`config.mk`:
```
export PLATFORM = sky130hd
export DESIGN_NAME = tape_activity_led
export DESIGN_NICKNAME = d
export VERILOG_FILES = /design/src/hdl/tape_activity_led.sv
export SDC_FILE = /design/constraint.sdc
export NUM_CORES = 1
export LEC_CHECK = 0
export BUFFER_PORTS_ARGS = -buffer_cell sky130_fd_sc_hd__buf_4
export CORE_MARGIN = 1
export CORE_UTILIZATION = 40
export DETAILED_ROUTE_END_ITERATION = 6
export PLACE_DENSITY = 0.59
export SYNTH_ARGS = -nofsm -noshare
export SYNTH_HDL_FRONTEND = slang
export SYNTH_SLANG_ARGS = --single-unit
export TNS_END_PERCENT = 5
```
`constraint.sdc`:
```
create_clock -name i_clk_28 -period 1.8 [get_ports i_clk_28]
set_clock_uncertainty 0.05 [all_clocks]
set_input_delay 0.36 -clock i_clk_28 [delete_from_list [all_inputs] [get_ports i_clk_28]]
set_output_delay 0.36 -clock i_clk_28 [all_outputs]
set_load 0.02 [all_outputs]
```
`src/hdl/tape_activity_led.sv`:
```
// Tape activity LED: breathing while playing, steady while paused, dark during download
`timescale 1ns/1ps

module tape_activity_led #(
    parameter int LED_CNT_W = 25
) (
    input  logic i_clk_28,
    input  logic i_reset,
    input  logic i_motor,
    input  logic i_dl_active,
    output logic o_led
);

    logic [LED_CNT_W-1:0] cnt;

    // Brightness ramps up in one half of the period and down in the other
    wire [7:0] level = cnt[LED_CNT_W-2 -: 8];
    wire [7:0] phase = cnt[7:0];
    wire       breathe = cnt[LED_CNT_W-1] ? (level > phase) : (level <= phase);

    always_ff @(posedge i_clk_28 or posedge i_reset) begin
        if (i_reset) begin
            cnt <= '0;
        end else begin
            cnt <= cnt + 1'b1;
        end
    end

    assign o_led = ~i_dl_active & (~i_motor | breathe);

endmodule

```
# After elaboration in Yosys (flattened, before gate mapping)
# Cells that the tools add are included.
[classes] add_sub_neg=1 magnitude_cmp=2 n_mux=1 bitwise=4
[ops] cell="$add 25x1->25 const B" n=1
[ops] cell="$gt 8x8->1" n=1
[ops] cell="$le 8x8->1" n=1
[ops] cell="$not 1->1" n=2
[ops] cell="$and 1x1->1" n=1
[ops] cell="$mux 1" n=1
[ops] cell="$or 1x1->1" n=1
[word_totals] regBits=25 inputBits=4 output_inout_bits=1 elab_cells=9

# Depth between registers and ports, before layout
[logic_depth] depth_word=4 depth_mapped=6

# Worst setup path after synthesis
# Ideal clock, no wire load.
[synth_path] path_type="register to output" from="register cnt[5]" to="output o_led" arrival_time_ps=1794 setup_slack_ps=-404 stages_incl_launch_ff=7 path_cell_list="dfrtp_1 > inv_1 > ha_1 > nand4_1 > o21ai_0 > o211ai_1 > a311oi_1"
[synth_between] elab_chain_cells=4 elab_cells_between_ends=5 cone_classes="2 x order compare; 1 x mux; 2 x bitwise"
[synth_lines] element="start: declaration" line="14" rtl="logic [LED_CNT_W-1:0] cnt;"
[synth_lines] element="start signal: assignment" line="25" rtl="cnt <= cnt + 1'b1;"
[synth_lines] element="$le 8x8->1 or $gt 8x8->1 (tied branches)" line="19" rtl="wire breathe = cnt[LED_CNT_W-1] ? (level > phase) : (level <= phase);"
[synth_lines] element="$mux 1 *" line="19"
[synth_lines] element="$or 1x1->1 *" line="29" rtl="assign o_led = ~i_dl_active & (~i_motor | breathe);"
[synth_lines] element="$and 1x1->1 *" line="29"
[synth_lines] element="end: declaration" line="11" rtl="output logic o_led"
# Mark *: on every way between the ends. The rest lies on a longest branch, timed or not.

# Worst setup path in the final report
[layout_path] from="register cnt[7]" to="output o_led"
# Same word-level chain as after synthesis.

==> qor.txt <==
cell count after synthesis - 122
crit path to - o_led
top flop regs - cnt x25
Synth Cell Area - 1326 µm²
largest net degree at the start of global routing - 26
Slew headroom - 75.04%
number of DRC markers in iteration 0 - 29
clk buf depth - 2
first-pass GRT wire length - 4429 µm
antenna violations before repair - 0
Worst R2R Start - cnt[5]$_DFF_PP0_
Area growth syn-to-layout - 30.38%
reg-to-reg endpoint - cnt[24]$_DFF_PP0_
Vert. Die Dim - 59.58 µm
synth unique cells - 28
failing checks - negative setup slack
vias in the first global route - 1,018
share of post-route cells with drive strength above 1 - 31.06%
Final Max Tran Viols - 0
Final Cycle Share - 130.1%
post-synthesis sequential area ratio - 47.17%
max-capacitance violation count - 0
Routability Congestion - 0.7132
Leak Pwr - 0.8268 nW
CP Max Fanout - 3
htree depth - 1
Setup crit start - cnt[7]$_DFF_PP0_
die width - 59.58 µm
DRC - 0
Final Hold Fails - 0
setup slack after layout - -0.5412 ns
Worst Setup End Kind - output port
max FFs per register - 25
TritonRoute pass-1 iters - 4
full die area - 3550 µm²
final design utilization - 55.73%
fin crit period - 2.341 ns
GR Overflow Total - 0
fillcell total - 304
dpl hpwl - 1962 µm
ANT cells - 0
post-synth net total - 135
Critical Path Start Type - register
Synth Area per Inst - 10.87 µm²
port buffer count - 4
Pwr Density - 486.1 nW/µm²
Power Total - 0.0008405 W
Total Routing Usage GR - 17.26%
worst slew pin tran - 0.3716 ns
Via Count - 1,004
Routed WL - 2592 µm
crit path kind - register to output port
Initial Util - 42.74%
Biggest register - cnt
antenna-violating nets left - 0
final hold slack - 0.01766 ns
worst reg2reg setup slack - 0.11 ns
CP required - 1.39 ns
peak supply drop - 0.0003638 V
Hold Path Class - primary input to asynchronous set/reset pin
crit path DAT - 1.93 ns
core area - 3103 µm²
drt wl/cell - 12.64 µm
clk sinks - 25
number of CTS-inserted buffers - 3
Root Buffer - clkbuf_4
status - finished with violations
Achievable Freq - 0.4271 GHz
worst-case reg-to-reg path depth - 8
number of synthesized register bits - 25
Reg clk slew, reported paths - 0.13 ns
num rows - 20
setup_tns - -0.5412 ns
RSZ-0062 raised after global routing - yes
CTS tree - built
Final #Nets - 175
synth warn - 0
DR vias/cell - 4.898
Final Setup Violations - 1
# IOs - 5
latest clock arrival within the worst-skew pair - 0.32 ns
metrics by stage:
stage               std cells  setup WS [ns]  area (µm²)
floorplan                 122        -0.1479        1333
global placement          196        -0.2287        1613
detailed placement        196        -0.2651        1613
CTS                       203        -0.5539        1684
global route              205        -0.6369        1729
finish                    205        -0.5412        1729
Yosys cell counts:
cell type | number | area (µm²)
nor2_1 | 3 | 11.26
and4_4 | 1 | 11.26
and3_1 | 2 | 12.51
dfrtp_1 | 25 | 625.6
nor3_4 | 1 | 16.27
nor4_1 | 1 | 6.260
nor4_4 | 1 | 21.27
o21ai_0 | 1 | 5.000
inv_1 | 12 | 45.04
nor2b_1 | 2 | 12.51
a21oi_1 | 3 | 15.01
ha_1 | 9 | 112.6
and4_1 | 2 | 17.52
a311oi_1 | 1 | 8.760
xor2_1 | 3 | 26.28
o211ai_1 | 2 | 15.01
o21a_1 | 1 | 7.510
and2_1 | 1 | 6.260
nand3_2 | 1 | 10.01
nand4_1 | 9 | 56.30
nor3_1 | 1 | 5.000
nand3_1 | 10 | 50.05
a21o_1 | 1 | 7.510
nand2_1 | 6 | 22.52
xnor2_1 | 20 | 175.2
buf_4 | 1 | 7.510
a211oi_1 | 1 | 7.510
or3b_2 | 1 | 8.760
logic make-up (layout without fill, tap and decap cells):
family | count (synthesis) | count (layout) | synth area share, %
XOR/XNOR | 23 | 23 | 15.19
buffers and inverters | 13 | 52 | 3.962
adder cells (fa/ha/maj) | 9 | 9 | 8.491
flip-flops | 25 | 25 | 47.17
AND/OR/NAND/NOR | 42 | 42 | 20.19
AO/OA/AOI/OAI | 10 | 10 | 5.000
where the power goes:
group / total (W) / leakage, nW / switching (W) / internal [W]
logic: 0.0000248 / 0.477 / 0.0000155 / 0.00000933
clock network: 0.000254 / 0.0150 / 0.000167 / 0.0000867
registers: 0.000562 / 0.335 / 0 / 0.000562
total: 0.000841 / 0.827 / 0.000183 / 0.000658
layer usage:
layer / part of all wire, % / track usage, %
met1: 45 / 21.19
met4: 1.9 / 8.306
met5: 0 / 0
met3: 1.6 / 1.965
met2: 51 / 30.02
cell type report:
cell class	instances	area, µm²	share of cell area (%)
clock buffer	4	26.28	1.520
inverter	12	45.04	2.605
multi-input combinational	84	703.2	40.67
sequential	25	625.6	36.18
timing repair buffer	36	274.0	15.85
tap	44	55.05	3.184
worst min path at each step:
stage / startpoint / end
after floorplan: i_reset / cnt[0]$_DFF_PP0_
after global placement: i_reset / cnt[0]$_DFF_PP0_
after detailed placement: i_reset / cnt[9]$_DFF_PP0_
after CTS: i_reset / cnt[9]$_DFF_PP0_
after global routing: i_reset / cnt[9]$_DFF_PP0_
final: i_reset / cnt[9]$_DFF_PP0_
layout by cell type, fill, tap and decap left out, types with 2 or more instances in the layout:
cell type and n:
and3_1 2, o211ai_1 2, inv_1 12, dfrtp_1 25, ha_4 2, nand3_1 10, nor2b_1 2, nand4_1 9
clkbuf_4 3, xnor2_1 20, and4_1 2, xor2_1 3, ha_1 6, nor4_4 2, buf_4 35, nand2_1 6
a21oi_1 2, nor2_1 3
worst max-delay path, stage by stage, from the launching register on:
cell	delay (ns)
dfrtp_1	0.38
inv_1	0.05
ha_1	0.30
nand4_1	0.15
or3b_4	0.42
o211ai_1	0.10
a311oi_2	0.05
buf_4	0.17
what timing repair did:
action | CTS | global route
hold endpoints to repair | 0 | 0
gates cloned | 0 | 0
resized for setup | 4 | 4
pin swaps | 4 | 1
buffers inserted | 3 | 2
setup endpoints to repair | 1 | 2
hold buffers | 0 | 0
Note: power is estimated with default switching activity, not from simulation.
