**src/hdl/tape_pkg.sv**
```systemverilog
// Shared tape types and bus structs, imported by every tape path module and the testbench
package tape_pkg;

    // ======================================================================
    // Tape addressing and data
    // ======================================================================

    // Byte address width of the tape image
    localparam int TAPE_ADDR_W = 24;

    typedef logic [TAPE_ADDR_W-1:0] tape_addr_t;
    typedef logic [7:0]             tape_byte_t;

    // Even byte in the high half, odd byte in the low half
    typedef logic [15:0]            tape_word_t;

    // Byte address with bit 0 dropped
    typedef logic [TAPE_ADDR_W-2:0] tape_waddr_t;

    // One byte from the host download
    typedef struct packed {
        logic       wr;
        tape_addr_t addr;
        tape_byte_t data;
    } dl_write_t;

    // ======================================================================
    // Wishbone classic, buffer side
    // ======================================================================

    // Master outputs
    typedef struct packed {
        logic        cyc;
        logic        stb;
        logic        we;
        logic [1:0]  sel;
        tape_waddr_t adr;
        tape_word_t  dat;
    } wb_req_t;

    // Slave outputs, read data valid with ack
    typedef struct packed {
        logic       ack;
        tape_word_t dat;
    } wb_rsp_t;

endpackage

```
**src/hdl/tape_sequencer.sv**
```systemverilog
// Tape play position, loop point and pause state, answering the player toggle handshake
`timescale 1ns/1ps

module tape_sequencer import tape_pkg::*; (
    input  logic       i_clk_28,
    input  logic       i_reset,
    input  dl_write_t  i_dl,
    input  logic       i_dl_active,
    input  logic       i_tzx_req,
    input  logic       i_loop_start,
    input  logic       i_loop_next,
    input  logic       i_stop,
    input  logic       i_pause_btn,
    input  logic       i_rd_done,
    input  tape_byte_t i_rd_byte,
    output logic       o_rd_go,
    output tape_addr_t o_rd_addr,
    output tape_byte_t o_tzx_byte,
    output logic       o_tzx_ack,
    output logic       o_motor
);

    tape_addr_t play_addr;
    tape_addr_t last_addr;
    tape_addr_t loop_addr;
    logic       paused;
    logic       rd_busy;
    logic       req_q;
    logic       loop_start_q;
    logic       loop_next_q;
    logic       stop_q;
    logic       pause_btn_q;

    // Request stays pending until ack catches up, also across a pause
    wire        req_pend = req_q ^ o_tzx_ack;
    wire        at_end   = play_addr == last_addr + 1'b1;

    always_ff @(posedge i_clk_28 or posedge i_reset) begin
        if (i_reset) begin
            play_addr    <= '0;
            last_addr    <= '0;
            loop_addr    <= '0;
            paused       <= 1'b1;
            rd_busy      <= 1'b0;
            o_rd_go      <= 1'b0;
            o_tzx_ack    <= 1'b0;
            req_q        <= 1'b0;
            loop_start_q <= 1'b0;
            loop_next_q  <= 1'b0;
            stop_q       <= 1'b0;
            pause_btn_q  <= 1'b0;
        end else begin
            req_q        <= i_tzx_req;
            loop_start_q <= i_loop_start;
            loop_next_q  <= i_loop_next;
            stop_q       <= i_stop;
            pause_btn_q  <= i_pause_btn;
            o_rd_go      <= 1'b0;

            if (i_dl_active) begin
                play_addr <= '0;
                loop_addr <= '0;
                paused    <= 1'b1;
                if (i_dl.wr)
                    last_addr <= i_dl.addr;
            end else begin
                if (req_pend && !rd_busy && !paused) begin
                    if (at_end) begin
                        paused <= 1'b1;
                    end else begin
                        o_rd_go <= 1'b1;
                        rd_busy <= 1'b1;
                    end
                end
                if (i_rd_done) begin
                    rd_busy   <= 1'b0;
                    o_tzx_ack <= ~o_tzx_ack;
                    play_addr <= play_addr + 1'b1;
                end

                // Player controls and button, rising edges only
                if (i_stop && !stop_q)
                    paused <= 1'b1;
                if (i_loop_start && !loop_start_q)
                    loop_addr <= play_addr;
                if (i_loop_next && !loop_next_q)
                    play_addr <= loop_addr;
                if (i_pause_btn && !pause_btn_q)
                    paused <= ~paused;
            end
        end
    end

    always_ff @(posedge i_clk_28) begin
        if (i_rd_done)
            o_tzx_byte <= i_rd_byte;
    end

    assign o_rd_addr = play_addr;
    assign o_motor   = ~paused;

    // Player waits for the ack before toggling again
    a_one_req: assert property (@(posedge i_clk_28) disable iff (i_reset)
        $changed(i_tzx_req) |-> (i_tzx_req != o_tzx_ack))
        else $error("player toggled request before ack");

endmodule

```
**config.mk**
```make
export PLATFORM = sky130hd
export DESIGN_NAME = tape_sequencer
export DESIGN_NICKNAME = d
export VERILOG_FILES = /design/src/hdl/tape_pkg.sv /design/src/hdl/tape_sequencer.sv
export SDC_FILE = /design/constraint.sdc
export NUM_CORES = 1
export LEC_CHECK = 0
export ABC_CLOCK_PERIOD_IN_PS = 5300
export BUFFER_PORTS_ARGS = -buffer_cell sky130_fd_sc_hd__buf_2
export CAP_MARGIN = 20
export CORE_ASPECT_RATIO = 0.75
export CORE_MARGIN = 2
export CORE_UTILIZATION = 60
export DETAILED_ROUTE_END_ITERATION = 12
export PLACE_DENSITY_LB_ADDON = 0.08
export SLEW_MARGIN = 20
export SYNTH_ARGS = -nofsm -noshare
export SYNTH_HDL_FRONTEND = slang
export SYNTH_SLANG_ARGS = --single-unit
```
**constraint.sdc**
```tcl
create_clock -name i_clk_28 -period 5.3 [get_ports i_clk_28]
set_input_delay 1.06 -clock i_clk_28 [delete_from_list [all_inputs] [get_ports i_clk_28]]
set_output_delay 1.06 -clock i_clk_28 [all_outputs]
set_load 0.05 [all_outputs]
```
### After elaboration in Yosys (flattened, before gate mapping)

Index checks and enable logic that the tools add are counted.

* RAM bits: 0
* latch bits: 0
* memories kept: 0
* input port bits: 50
* flip-flop bits (word level): 89
* word-level logic and storage cells: 58
* ROM bits: 0
* output and inout port bits: 35

* reduce and logical (&&, ||, !) cells: 21
* order comparisons: 0
* $add $sub $neg: 2
* $mul: 0
* equal/unequal tests: 2
* bitwise logic cells: 4
* muxes and demuxes: 16
* div/mod/pow operators: 0
* shift-type cells: 0

Operator list (count)
* $mux W24: 5
* $add A24 B1 Y24 const B: 2
* $eq A24 B24 Y1: 1
* $mux W1: 11
* $reduce_bool A4 Y1: 2
* $logic_and A1 B1 Y1: 6
* $logic_not A1 Y1: 6
* $reduce_and A2 Y1: 3
* $reduce_bool A2 Y1: 2
* $not A1 Y1: 3
* $reduce_and A3 Y1: 1
* $reduce_bool A3 Y1: 1
* $ne A2 B2 Y1 const B: 1
* $xor A1 B1 Y1: 1

### Logic depth before layout (Yosys ltp)

* word-level depth: 7
* gate-level depth with buffers: 9
* depth with buffers taken out: 8

### Least setup slack after synthesis

No wires, ideal clock.

* path kind: in2reg
* from: in i_rd_done
* to: reg play_addr[23], in the netlist o_rd_addr[23]
* path buffers: 1
* path slack: 2682 ps
* stages: 6
* arrival: 2519 ps
* path through: clkbuf_1 nand3_1 nor2_1 nand4_1 or3_1 a311oi_1

* word-level cells in the longest chain between the ends: 1

Ends and longest elaborated chain
* start: declaration: RTL line tape_sequencer.sv:14 `input logic i_rd_done,`
* $reduce_bool A3 Y1 (no line)
* end signal: assignment: RTL line tape_sequencer.sv:78 `play_addr <= play_addr + 1'b1;`
* end signal: assignment: RTL line tape_sequencer.sv:87 `play_addr <= loop_addr;`
* end: declaration: RTL line tape_sequencer.sv:23 `tape_addr_t play_addr;`

Every way passes these cells.
A chain may end at the register's enable or synchronous reset.

### Worst setup path in the final report

* from: reg last_addr[0]
* to: reg paused

* word-level cells in the longest chain between the ends: 4

Ends and longest elaborated chain
* start: declaration: RTL line tape_sequencer.sv:24 `tape_addr_t last_addr;`
* start signal: assignment: RTL line tape_sequencer.sv:65 `last_addr <= i_dl.addr;`
* $add A24 B1 Y24: RTL line tape_sequencer.sv:36 `wire at_end = play_addr == last_addr + 1'b1;`
* $eq A24 B24 Y1: RTL line tape_sequencer.sv:36
* $reduce_bool A4 Y1 (no line)
* $reduce_and A2 Y1 (no line)
* end signal: assignment: RTL line tape_sequencer.sv:89 `paused <= ~paused;`
* end: declaration: RTL line tape_sequencer.sv:26 `logic paused;`

Every way passes these cells.

==> impl_results.md <==
* Synth top area cells: dfrtp_1 44%, mux2_2 6.0%, xnor2_1 5.4%
* Io pins at 85
* Synth Area per Inst at 10.99 um2
* TritonRoute pass-1 iters at 4
* Final Hold Viols at 0
* Worst Tran Pin Value at 1.087 ns
* Row count at 27
* Initial antenna violation count at 0
* DR vias at 3425
* Final Net Count at 526
* Hold buffer count at CTS at 0
* Placed insts at 564
* Met2 usage at 0.4000
* Post-CTS setup buffers at 0
* Post-synthesis cell area at 4517 um2
* EDFF count, synth at 8
* Root Driver: clkbuf_8
* Synth top area share at 0.4432
* DRT iter0 DRCs at 197
* Final Max Tran Viols at 0
* Final period util at 0.5272
* Drt total wl at 9.888 mm
* Vias per cell at 5.905
* Gr busiest metal: met2
* Routed len/inst at 17.05 um
* Setup TNS at 0 ns
* Clock Latency Late Sink at 0.38 ns
* Area growth, synth to finish at 13.80%
* Post-Synthesis Cells at 411
* Synth async-reset ratio at 0.9101
* Largest net degree at the start of global routing at 50
* Status: complete, no violations
* RSZ-0062 raised after global routing: no
* Synth area leader: dfrtp_1
* Clock slew at reported path FFs at 0.11 ns
* Ys Warns at 0
* IO buf count at 76
* Vias in the first global route at 3246
* CP endpoint kind: register
* PD cells at 311.3 nW/um2
* Non-Filler Instances at 580
* Worst Hold Margin at 0.5124 ns
* Core Footprint at 7331 um2
* Worst-path maximum fanout at 10
* Bufs on Longest Clock Path at 2
* Worst slew margin at 0.2742
* Fill cell total of the finished layout at 559
* Max-cap viol count at 0
* Kind of critical path: reg -> reg
* Met3 Usage GRT at 0.05665
* Worst Path Required at 5.63 ns
* Global-route wire length before repair at 16.51 mm
* Layout cells sized above 1 at 0.2735
* Antenna Cells at 0
* Cell variety after synth at 54
* P_leak at 2.300 nW
* Setup violations, final at 0
* Post-DP HPWL at 6.881 mm
* Clock sinks at 89
* CTS tree: built
* CTS resizes at 0
* Synthesized flop and latch total at 89
* Pre-CTS setup slack at 2.271 ns
* Global route overflow at 0
* Synthesized Nets at 463
* Ys flop type: dfrtp_1
* Minimum clock period at 2.794 ns
* Total track usage at 0.2566
* Final setup margin at 2.506 ns
* Full die area at 8245 um2
* Num CTS Buffers at 9
* # DRC at 0
* Die Height at 79.14 um
* CTS H-Tree Depth at 3
* Starting Density at 0.6161
* Final RePlAce weighted congestion at 0.8450
* Met1 usage at 0.3652
* Sequential-to-total area share from yosys stat at 0.5022
* Antenna viol nets, final at 0
* Die Wd at 104.2 um
* Crit path launch type: register
* Worst path arrival time at 3.13 ns
* VDD IR-drop max at 0.0001687 V
* Hold crit path type: reg -> reg
* Achievable Freq at 357.9 MHz
* Skew final at 0.01592 ns
## state kept, by name (all words and copies together), names as in the netlist, 8 cells and up
| signal | count |
|---|---|
| last_addr | 24 |
| loop_addr | 24 |
| o_rd_addr | 24 |
| o_tzx_byte | 8 |
## where the power goes
| group | switching (W) | internal (W) | leakage [nW] |
|---|---|---|---|
| Sequential | 0.0000793 | 0.000741 | 1.12 |
| Clock | 0.000284 | 0.000184 | 0.0922 |
| Combinational | 0.000185 | 0.000126 | 1.09 |
| Total | 0.000549 | 0.00105 | 2.30 |
## kinds of logic (layout without fill, tap and decap cells)
group | Yosys count | count (layout) | synth area share
flops | 89 | 89 | 0.5022
simple gates | 130 | 130 | 0.1593
compound gates | 80 | 80 | 0.1388
buf+inv | 33 | 101 | 0.02909
mux | 27 | 27 | 0.06648
xor+xnor | 50 | 50 | 0.09862
fa+ha+maj | 2 | 2 | 0.005539
## worst paths after layout
check                           slack [ns]    startpoint  cells after the start            to
worst max-delay path                  2.51  last_addr[0]                      8        paused
worst min-delay path                  0.51       rd_busy                      2       rd_busy
worst max register to register        2.51  last_addr[0]                      8        paused
worst min register to register        0.51       rd_busy                      2       rd_busy
max in group asynchronous             3.57       i_reset                      3  last_addr[0]
min in group asynchronous             0.77       i_reset                      2  loop_start_q
## cell usage in the layout, fill, tap and decap left out, types with 3 or more instances in the layout
cell,count
o21ai_0,4
and3_1,7
a21oi_1,7
edfxtp_1,8
nand4_1,11
or3_1,5
mux2i_1,3
xor2_1,21
and2_1,5
buf_4,3
dfrtp_1,80
a211oi_1,23
xnor2_1,28
a22o_1,25
clkbuf_8,9
nand2_1,18
and4_1,7
buf_2,76
nand2b_1,4
mux2_2,24
nor3_1,5
inv_1,5
nand3_1,18
a31oi_1,3
inv_8,3
nor2_1,33
a311oi_1,5
## through the flow
step,power (W),util,cell area [um2]
after floorplan,0.001059,-,4517
after global placement,0.001133,0.6752,4950
after detailed placement,0.001145,0.6752,4950
after CTS,0.001607,0.7011,5140
after global routing,0.001675,0.7011,5140
final,0.001600,0.7011,5140
## synthesized netlist by cell type, types with 2 or more instances
| library cell | n |
|---|---|
| dfrtp_1 | 80 |
| nor2_1 | 33 |
| xnor2_1 | 28 |
| a22o_1 | 25 |
| mux2_2 | 24 |
| a211oi_1 | 23 |
| clkbuf_1 | 21 |
| xor2_1 | 21 |
| nand2_1 | 18 |
| nand3_1 | 18 |
| nand4_1 | 11 |
| edfxtp_1 | 8 |
| a21oi_1 | 7 |
| and3_1 | 7 |
| and4_1 | 7 |
| inv_1 | 6 |
| a311oi_1 | 5 |
| and2_1 | 5 |
| nor3_1 | 5 |
| or3_1 | 5 |
| nand2b_1 | 4 |
| o21ai_0 | 4 |
| a31oi_1 | 3 |
| buf_2 | 3 |
| mux2i_1 | 3 |
| a41oi_1 | 2 |
| and4b_1 | 2 |
| buf_1 | 2 |
| ha_1 | 2 |
| nor2b_1 | 2 |
| nor3b_1 | 2 |
| nor4_1 | 2 |
| nor4b_1 | 2 |
## per-layer routing
| metal | vias to the layer above | wire [um] |
|---|---|---|
| met1 | 1680 | 4718 |
| met4 | 0 | 111 |
| met3 | 11 | 611 |
| met5 | - | 0 |
| li1 | 1637 | - |
| met2 | 97 | 4446 |
## critical path, stage by stage (launching register included)
cell	delay, ns
dfrtp_1	0.44
ha_1	0.22
and4_1	0.40
nand3_1	0.18
o21a_1	0.24
nor4b_1	0.35
o311ai_1	0.17
nor4_2	0.53
a211o_1	0.21
## final cells by class
class / count / area (um2) / share of cell area
clock buffer: 9 / 123.9 / 0.02410
multi-input combinational: 289 / 2128 / 0.4141
tap: 101 / 126.4 / 0.02459
inverter: 6 / 23.77 / 0.004625
clock inverter: 7 / 66.31 / 0.01290
timing repair buffer: 79 / 402.9 / 0.07838
sequential: 89 / 2268 / 0.4413
(Power assumes the default switching activity.)
