--- src/hdl/tape_pkg.sv ---
// Shared tape types and bus structs, imported by every tape path module and the testbench
package tape_pkg;

    // ======================================================================
    // Tape addressing and data
    // ======================================================================

    // Byte address width of the tape image
    localparam int TAPE_ADDR_W = 24;

    typedef logic [TAPE_ADDR_W-1:0] tape_addr_t;
    typedef logic [7:0]             tape_byte_t;

    // Even byte in the high half, odd byte in the low half
    typedef logic [15:0]            tape_word_t;

    // Byte address with bit 0 dropped
    typedef logic [TAPE_ADDR_W-2:0] tape_waddr_t;

    // One byte from the host download
    typedef struct packed {
        logic       wr;
        tape_addr_t addr;
        tape_byte_t data;
    } dl_write_t;

    // ======================================================================
    // Wishbone classic, buffer side
    // ======================================================================

    // Master outputs
    typedef struct packed {
        logic        cyc;
        logic        stb;
        logic        we;
        logic [1:0]  sel;
        tape_waddr_t adr;
        tape_word_t  dat;
    } wb_req_t;

    // Slave outputs, read data valid with ack
    typedef struct packed {
        logic       ack;
        tape_word_t dat;
    } wb_rsp_t;

endpackage

--- src/hdl/tape_word_fetch.sv ---
// Wishbone master that stores download bytes and serves player byte reads, instanced by the deck top
`timescale 1ns/1ps

module tape_word_fetch import tape_pkg::*; (
    input  logic       i_clk_28,
    input  logic       i_reset,
    input  dl_write_t  i_dl,
    input  logic       i_dl_active,
    input  logic       i_rd_go,
    input  tape_addr_t i_rd_addr,
    input  wb_rsp_t    i_wb,
    output wb_req_t    o_wb,
    output logic       o_rd_done,
    output tape_byte_t o_rd_byte
);

    logic        bus_cyc;
    logic        bus_we;
    logic [1:0]  bus_sel;
    tape_waddr_t bus_adr;
    tape_word_t  bus_dat;
    logic        rd_pend;
    logic        rd_lsb;
    tape_word_t  held_word;
    tape_waddr_t held_waddr;
    logic        held_valid;

    wire dl_stb = i_dl.wr & i_dl_active;
    wire hit    = held_valid && (held_waddr == i_rd_addr[TAPE_ADDR_W-1:1]);

    // ======================================================================
    // Bus cycle and held word control
    // ======================================================================
    always_ff @(posedge i_clk_28 or posedge i_reset) begin
        if (i_reset) begin
            bus_cyc    <= 1'b0;
            rd_pend    <= 1'b0;
            held_valid <= 1'b0;
            o_rd_done  <= 1'b0;
        end else begin
            o_rd_done <= 1'b0;
            if (bus_cyc) begin
                if (i_wb.ack) begin
                    bus_cyc <= 1'b0;
                    if (rd_pend) begin
                        rd_pend    <= 1'b0;
                        held_valid <= 1'b1;
                        o_rd_done  <= 1'b1;
                    end
                end
            end else if (dl_stb) begin
                bus_cyc <= 1'b1;
            end else if (i_rd_go) begin
                if (hit) begin
                    o_rd_done <= 1'b1;
                end else begin
                    bus_cyc <= 1'b1;
                    rd_pend <= 1'b1;
                end
            end
            // Held word goes stale once the image changes
            if (dl_stb)
                held_valid <= 1'b0;
        end
    end

    // Bus fields and returned bytes
    always_ff @(posedge i_clk_28) begin
        if (!bus_cyc && dl_stb) begin
            bus_we  <= 1'b1;
            bus_sel <= i_dl.addr[0] ? 2'b01 : 2'b10;
            bus_adr <= i_dl.addr[TAPE_ADDR_W-1:1];
            bus_dat <= {i_dl.data, i_dl.data};
        end else if (!bus_cyc && i_rd_go) begin
            bus_we  <= 1'b0;
            bus_sel <= 2'b11;
            bus_adr <= i_rd_addr[TAPE_ADDR_W-1:1];
            rd_lsb  <= i_rd_addr[0];
            if (hit)
                o_rd_byte <= i_rd_addr[0] ? held_word[7:0] : held_word[15:8];
        end
        if (bus_cyc && i_wb.ack && rd_pend) begin
            held_word  <= i_wb.dat;
            held_waddr <= bus_adr;
            o_rd_byte  <= rd_lsb ? i_wb.dat[7:0] : i_wb.dat[15:8];
        end
    end

    assign o_wb = '{cyc: bus_cyc, stb: bus_cyc, we: bus_we, sel: bus_sel,
                    adr: bus_adr, dat: bus_dat};

    // Host strobes leave room for a full bus cycle
    a_dl_spacing: assert property (@(posedge i_clk_28) disable iff (i_reset)
        dl_stb |=> !dl_stb [*3])
        else $error("download strobes closer than 4 cycles");

    // Strobe stays inside cyc with the request unchanged until the slave acks
    a_stb_in_cyc: assert property (@(posedge i_clk_28) disable iff (i_reset)
        (o_wb.stb && !i_wb.ack) |=> (o_wb.stb && o_wb.cyc && $stable(o_wb)))
        else $error("wishbone request dropped or changed before ack");

endmodule

--- config.mk ---
export PLATFORM = sky130hd
export DESIGN_NAME = tape_word_fetch
export DESIGN_NICKNAME = d
export VERILOG_FILES = /design/src/hdl/tape_pkg.sv /design/src/hdl/tape_word_fetch.sv
export SDC_FILE = /design/constraint.sdc
export NUM_CORES = 1
export LEC_CHECK = 0
export BUFFER_PORTS_ARGS = -buffer_cell sky130_fd_sc_hd__buf_2
export CAP_MARGIN = 30
export CORE_MARGIN = 2
export CORE_UTILIZATION = 35
export DETAILED_ROUTE_END_ITERATION = 6
export PLACE_DENSITY = 0.64
export SETUP_SLACK_MARGIN = 0.05
export SYNTH_ARGS = -nofsm -noshare
export SYNTH_HDL_FRONTEND = slang
export SYNTH_SLANG_ARGS = --single-unit
--- constraint.sdc ---
create_clock -name i_clk_28 -period 5.83 [get_ports i_clk_28]
set_input_delay 0.583 -clock i_clk_28 [delete_from_list [all_inputs] [get_ports i_clk_28]]
set_output_delay 0.583 -clock i_clk_28 [all_outputs]
set_load 0.02 [all_outputs]
=== Yosys cells after proc, flatten, opt, wreduce, memory -nomap -nowiden ===
Index checks and enable logic that the tools add are counted.

* Bits of input ports: 78
* Memory bits (writable): 0
* Memory bits (read-only): 0
* Flip-flop bits (word level): 94
* Memories kept: 0
* Word-level logic and storage cells: 67
* Latch bits: 0
* Output and inout port bits: 53

* Shifts and indexed selects: 0
* Reductions and logical operators: 17
* Bitwise operators: 2
* Multiply operators: 0
* Mux-type cells: 31
* Add/subtract/negate cells: 0
* Order comparisons: 0
* Divide/modulo/power cells: 0
* Eq/ne operators: 5

{| class="wikitable"
|+ Operator list
! kind !! number
|-
| two-way mux 8 bit || 6
|-
| two-way mux 23 bit || 2
|-
| == test 23 bit || 1
|-
| two-way mux 1 bit || 20
|-
| nonzero test 2 bit || 7
|-
| two-way mux 2 bit || 3
|-
| inequality test 2 bit (second input constant) || 3
|-
| AND reduction 3 bit || 2
|-
| logical AND 1 bit || 5
|-
| AND reduction 4 bit || 1
|-
| inequality test 2 x 1 -> 1 bit (second input constant) || 1
|-
| AND reduction 2 bit || 1
|-
| bitwise AND 1 bit || 1
|-
| zero test 1 bit || 1
|-
| inverter 1 bit || 1
|}

=== Logic depth before layout (Yosys ltp) ===
* Depth in word-level cells: 6
* Depth in mapped cells: 7
* Mapped depth without buffers: 5

=== Worst setup path before layout ===
OpenSTA, ideal clock, no wires.

* Kind: input to register
* Start point: input port i_wb[16] (netlist name)
* End point: register o_rd_byte[0] (enable)
* Setup slack: 3.593 ns
* Required time: 5.499 ns
* Cell stages on the path: 3
* Library setup time: 0.331 ns
* Path buffers: 0
* Arrival time: 1.906 ns
* Cells stage by stage: nand3_2 > inv_1 > a31o_1

* Longest elaborated chain between the ends: 4
* Elaborated cells on any way between the ends: 6
* Those cells by class: 1 x eq/ne; 5 x reduce/logical

{| class="wikitable"
|+ RTL lines
! element !! line !! source
|-
| start: declaration || tape_word_fetch.sv:11 || <nowiki>input wb_rsp_t i_wb,</nowiki>
|-
| logical AND 1 bit * (2 in series) || tape_word_fetch.sv:82 || <nowiki>if (bus_cyc && i_wb.ack && rd_pend) begin</nowiki>
|-
| inequality test 2 x 1 -> 1 bit (no source line) / nonzero test 2 bit (equally long branches) || n/a ||
|-
| AND reduction 3 bit (no source line) * || n/a ||
|-
| end signal: assignment || tape_word_fetch.sv:80 || <nowiki>o_rd_byte <= i_rd_addr[0] ? held_word[7:0] : held_word[15:8];</nowiki>
|-
| end signal: assignment || tape_word_fetch.sv:85 || <nowiki>o_rd_byte <= rd_lsb ? i_wb.dat[7:0] : i_wb.dat[15:8];</nowiki>
|-
| end: declaration || tape_word_fetch.sv:14 || <nowiki>output tape_byte_t o_rd_byte</nowiki>
|}

Mark *: on every way between the ends. The rest lies on a longest branch, timed or not.
A chain may end at the register's enable or synchronous reset.

=== Worst setup path after layout ===
* Start point: register bus_cyc
* End point: register bus_adr[9] (enable)

* Longest elaborated chain between the ends: 3
* Elaborated cells on any way between the ends: 4
* Those cells by class: 4 x reduce/logical

{| class="wikitable"
|+ RTL lines
! element !! line !! source
|-
| start: declaration || tape_word_fetch.sv:17 || <nowiki>logic bus_cyc;</nowiki>
|-
| start signal: assignment || tape_word_fetch.sv:36 || <nowiki>bus_cyc <= 1'b0;</nowiki>
|-
| start signal: assignment || tape_word_fetch.sv:44 || <nowiki>bus_cyc <= 1'b0;</nowiki>
|-
| start signal: assignment || tape_word_fetch.sv:52 || <nowiki>bus_cyc <= 1'b1;</nowiki>
|-
| zero test 1 bit * || tape_word_fetch.sv:69, tape_word_fetch.sv:74 ||
|-
| logical AND 1 bit, on equally long branches || tape_word_fetch.sv:69, tape_word_fetch.sv:74 ||
|-
| nonzero test 2 bit (no source line) * || n/a ||
|-
| end signal: assignment || tape_word_fetch.sv:72 || <nowiki>bus_adr <= i_dl.addr[TAPE_ADDR_W-1:1];</nowiki>
|-
| end signal: assignment || tape_word_fetch.sv:77 || <nowiki>bus_adr <= i_rd_addr[TAPE_ADDR_W-1:1];</nowiki>
|-
| end: declaration || tape_word_fetch.sv:20 || <nowiki>tape_waddr_t bus_adr;</nowiki>
|}

Marks and branches as above.

==> impl_metrics.py <==
metrics = {
    "run_status": {
        "outcome": "finished clean",
    },
    "layout": {
        "post-route-util": 0.467,
        "multi_input_comb_area_um2": 867,
        "diodes": 0,
        "fin_cells": 525,
        "fin_nets": 465,
        "nFillCells": 963,
        "area.sequential_mm2": 0.00255,
        "syn2layout_area_growth_pct": 28.5,
        "layout-drive-gt1-share": 0.385,
    },
    "synthesis": {
        "synthTopCellsByCount": "edfxtp_1, nand2_1, xnor2_1",
        "synthArstFlopShare": 0.0465,
        "synth-seq-cells": 86,
        "synth_edf_count": 81,
        "synth_largest_area_cell": "edfxtp_1",
        "synth_top_area_share": 0.682,
        "syn_area_mm2": 0.00357,
        "syn_inst": 263,
        "synth.most_common_cell": "edfxtp_1",
        "ys_seq_area_frac": 0.716,
        "synth_area_leaders": "edfxtp_1, nand2_1, xnor2_1",
        "synthesis.nets": 341,
        "synth.avg_cell_area_um2": 13.6,
        "synth-main-ff-cell": "edfxtp_1",
        "ys_warn_count": 0,
        "synth_cell_types": 28,
    },
    "sta": {
        "rsz0062_at_grt": "no",
        "slew_viol_final": 0,
        "fin_worst_skew_ns": 0.00568,
        "worst_pin_slew_ns": 0.883,
        "fmax_mhz": 427,
        "fin_crit_sh": 0.401,
        "fin_crit_ns": 2.34,
        "hold_viol_final": 0,
        "setup_viol": 0,
        "finalSetupTns_ns": 0,
        "slew_headroom": 0.412,
        "finalHoldWorstSlack_ns": 0.107,
    },
    "worst_setup_path": {
        "cpPeakStageDelay_ns": 0.73,
        "path_buf_inv": 1,
        "startpoint_type": "flop",
        "crit_fanout": 26,
        "path_cells": "or2_1 -> nand2_1 -> buf_16",
        "cp-end-kind": "flop",
        "r2r-start": "bus_cyc",
        "crit_required_ns": 5.94,
        "crit_end": "bus_adr[9]",
        "slowest_stage": "or2_1",
        "worstSetupPathType": "flop to flop",
        "r2r_cells": 3,
        "timing.rr.end": "bus_adr[9]",
        "crit_family": "simple AND/OR/NAND/NOR gates",
        "cp-startpoint": "bus_cyc",
        "arrival_ns": 2.45,
        "worst-path-stages": 3,
        "rrSetupSlack_ns": 3.49,
    },
    "global_route": {
        "gr-total-overflow": 0,
        "grt_pass1_wl_um": 12100,
        "track_usage": 0.144,
        "grt_max_degree": 34,
        "grt_antenna_before_repair": 0,
        "grt_pass1_vias": 2408,
    },
    "detailed_routing": {
        "avgViaCountPerCell": 4.47,
        "vias": 2349,
        "drt_iter0_markers": 70,
        "wl_per_cell_um": 14.5,
        "wl_um": 7620,
        "drcViolationCount": 0,
        "dr.pass1.iters": 4,
        "drtAntennaViolNets": 0,
    },
    "clock_tree": {
        "cts_sinks": 86,
        "cts_tree": "built",
        "cts-resized-gates": 0,
        "cts_root_buf": "clkbuf_8",
        "clkTransAtPathRegs_ns": 0.09,
        "clk_latency_ns": 0.35,
        "clock_path_buffers": 2,
        "cts_setup_buffers": 0,
        "postCtsHoldBufs": 0,
        "cts_inserted_buffers": 9,
        "htree_num_levels": 3,
    },
    "floorplan": {
        "core_area_mm2": 0.00982,
        "die_area_mm2": 0.0110,
        "num_rows": 36,
        "initial_utilization": 0.363,
        "die_h_um": 105,
        "fp.dieW_um": 105,
        "ios": 131,
    },
    "placed_design": {
        "port_buffers": 130,
        "gp_congestion": 0.719,
        "dp_cells": 509,
        "hpwl_um": 5660,
    },
    "power_and_ir_drop": {
        "p_comb_frac": 0.200,
        "p_seq_frac": 0.477,
        "p_per_area_mw_per_mm2": 398,
        "p_int_uw": 1320,
        "netSwitchingFraction": 0.275,
        "switchingPower_uw": 502,
        "ir_drop_mv": 0.166,
        "leakage_uw": 0.00187,
        "clkPwrFrac": 0.323,
    },
    "run": {
        "maxCapViolations": 0,
    },
    "worst_hold_path": {
        "hold_path_class": "primary input to asynchronous set/reset pin",
    },
}
how the worst min path moves through the flow:
stage                endpoint        start  slack, ns  cells after the start
6_report           held_valid      i_reset       0.11                      2
5_1_grt            held_valid      i_reset        0.1                      2
4_1_cts            held_valid      i_reset       0.09                      2
3_5_place_dp   held_waddr[13]  bus_adr[13]       0.43                      0
3_3_place_gp    held_waddr[3]   bus_adr[3]       0.43                      0
2_1_floorplan         bus_cyc      i_reset       0.35                      1
metal layers:
metal | GRT usage | vias up | wire length (um)
met5 | 0 | - | 0
met4 | 0.0371 | 0 | 67
met3 | 0.0487 | 6 | 576
met2 | 0.233 | 97 | 3550
met1 | 0.186 | 1074 | 3430
li1 | - | 1172 | -
registers in the layout, summed over array words and instances, names as in the netlist:
signal and count:
bus_dat 8, o_rd_done 1, bus_sel 2, bus_adr 23, rd_pend 1, held_word 16, held_valid 1, rd_lsb 1
o_rd_byte 8, bus_we 1, bus_cyc 1, held_waddr 23
cell type report:
class                      count  area share
inverter                       5     0.00410
clock buffer                   9      0.0270
sequential                    86       0.557
clock inverter                 7      0.0366
timing repair buffer         132       0.150
tap                          133      0.0363
multi-input combinational    153       0.189
cells by family (layout without fill, tap and decap cells):
family	count (synthesis)	count (layout)	synth area share
AOI/OAI and AO/OA	25	25	0.0449
buffers and inverters	24	153	0.0410
DFF	86	86	0.716
xor gates and xnor gates	23	23	0.0565
muxes	8	8	0.0225
and+or+nand+nor	97	97	0.119
worst register-to-register path, cell delays in order, from the launching register on:
cell and delay, ns:
dfrtp_1 0.50, or2_1 0.74, nand2_1 0.54, buf_16 0.32
per-stage QoR:
stage / instance area [um^2] / setup slack [ns] / total power, uW
after floorplan: 3570 / 3.59 / 1120
after global placement: 4260 / 2.89 / 1230
after detailed placement: 4290 / 3.14 / 1260
after CTS: 4580 / 3.37 / 1850
after global routing: 4580 / 3.27 / 1910
final: 4580 / 3.49 / 1820
power by group through the flow:
stage / Sequential, uW / Clock [uW] / Combinational (uW)
3_5_place_dp: 885 / 0 / 372
6_report: 870 / 589 / 366
5_1_grt: 883 / 629 / 400
4_1_cts: 872 / 603 / 372
3_3_place_gp: 881 / 0 / 352
2_1_floorplan: 937 / 0 / 185
placed cells by master, fill, tap and decap left out, drive strengths merged, types with 4 or more instances in the layout:
cell type / synthesis / final
nand4: 6 / 6
dfrtp: 4 / 4
buf: 16 / 132
nor2b: 9 / 9
clkbuf: 3 / 9
a21oi: 10 / 10
mux2i: 8 / 8
inv: 5 / 6
bufinv: 0 / 5
xnor2: 23 / 23
nand2: 75 / 75
edfxtp: 81 / 81
a211oi: 8 / 8
Note: power is estimated with default switching activity, not from simulation.
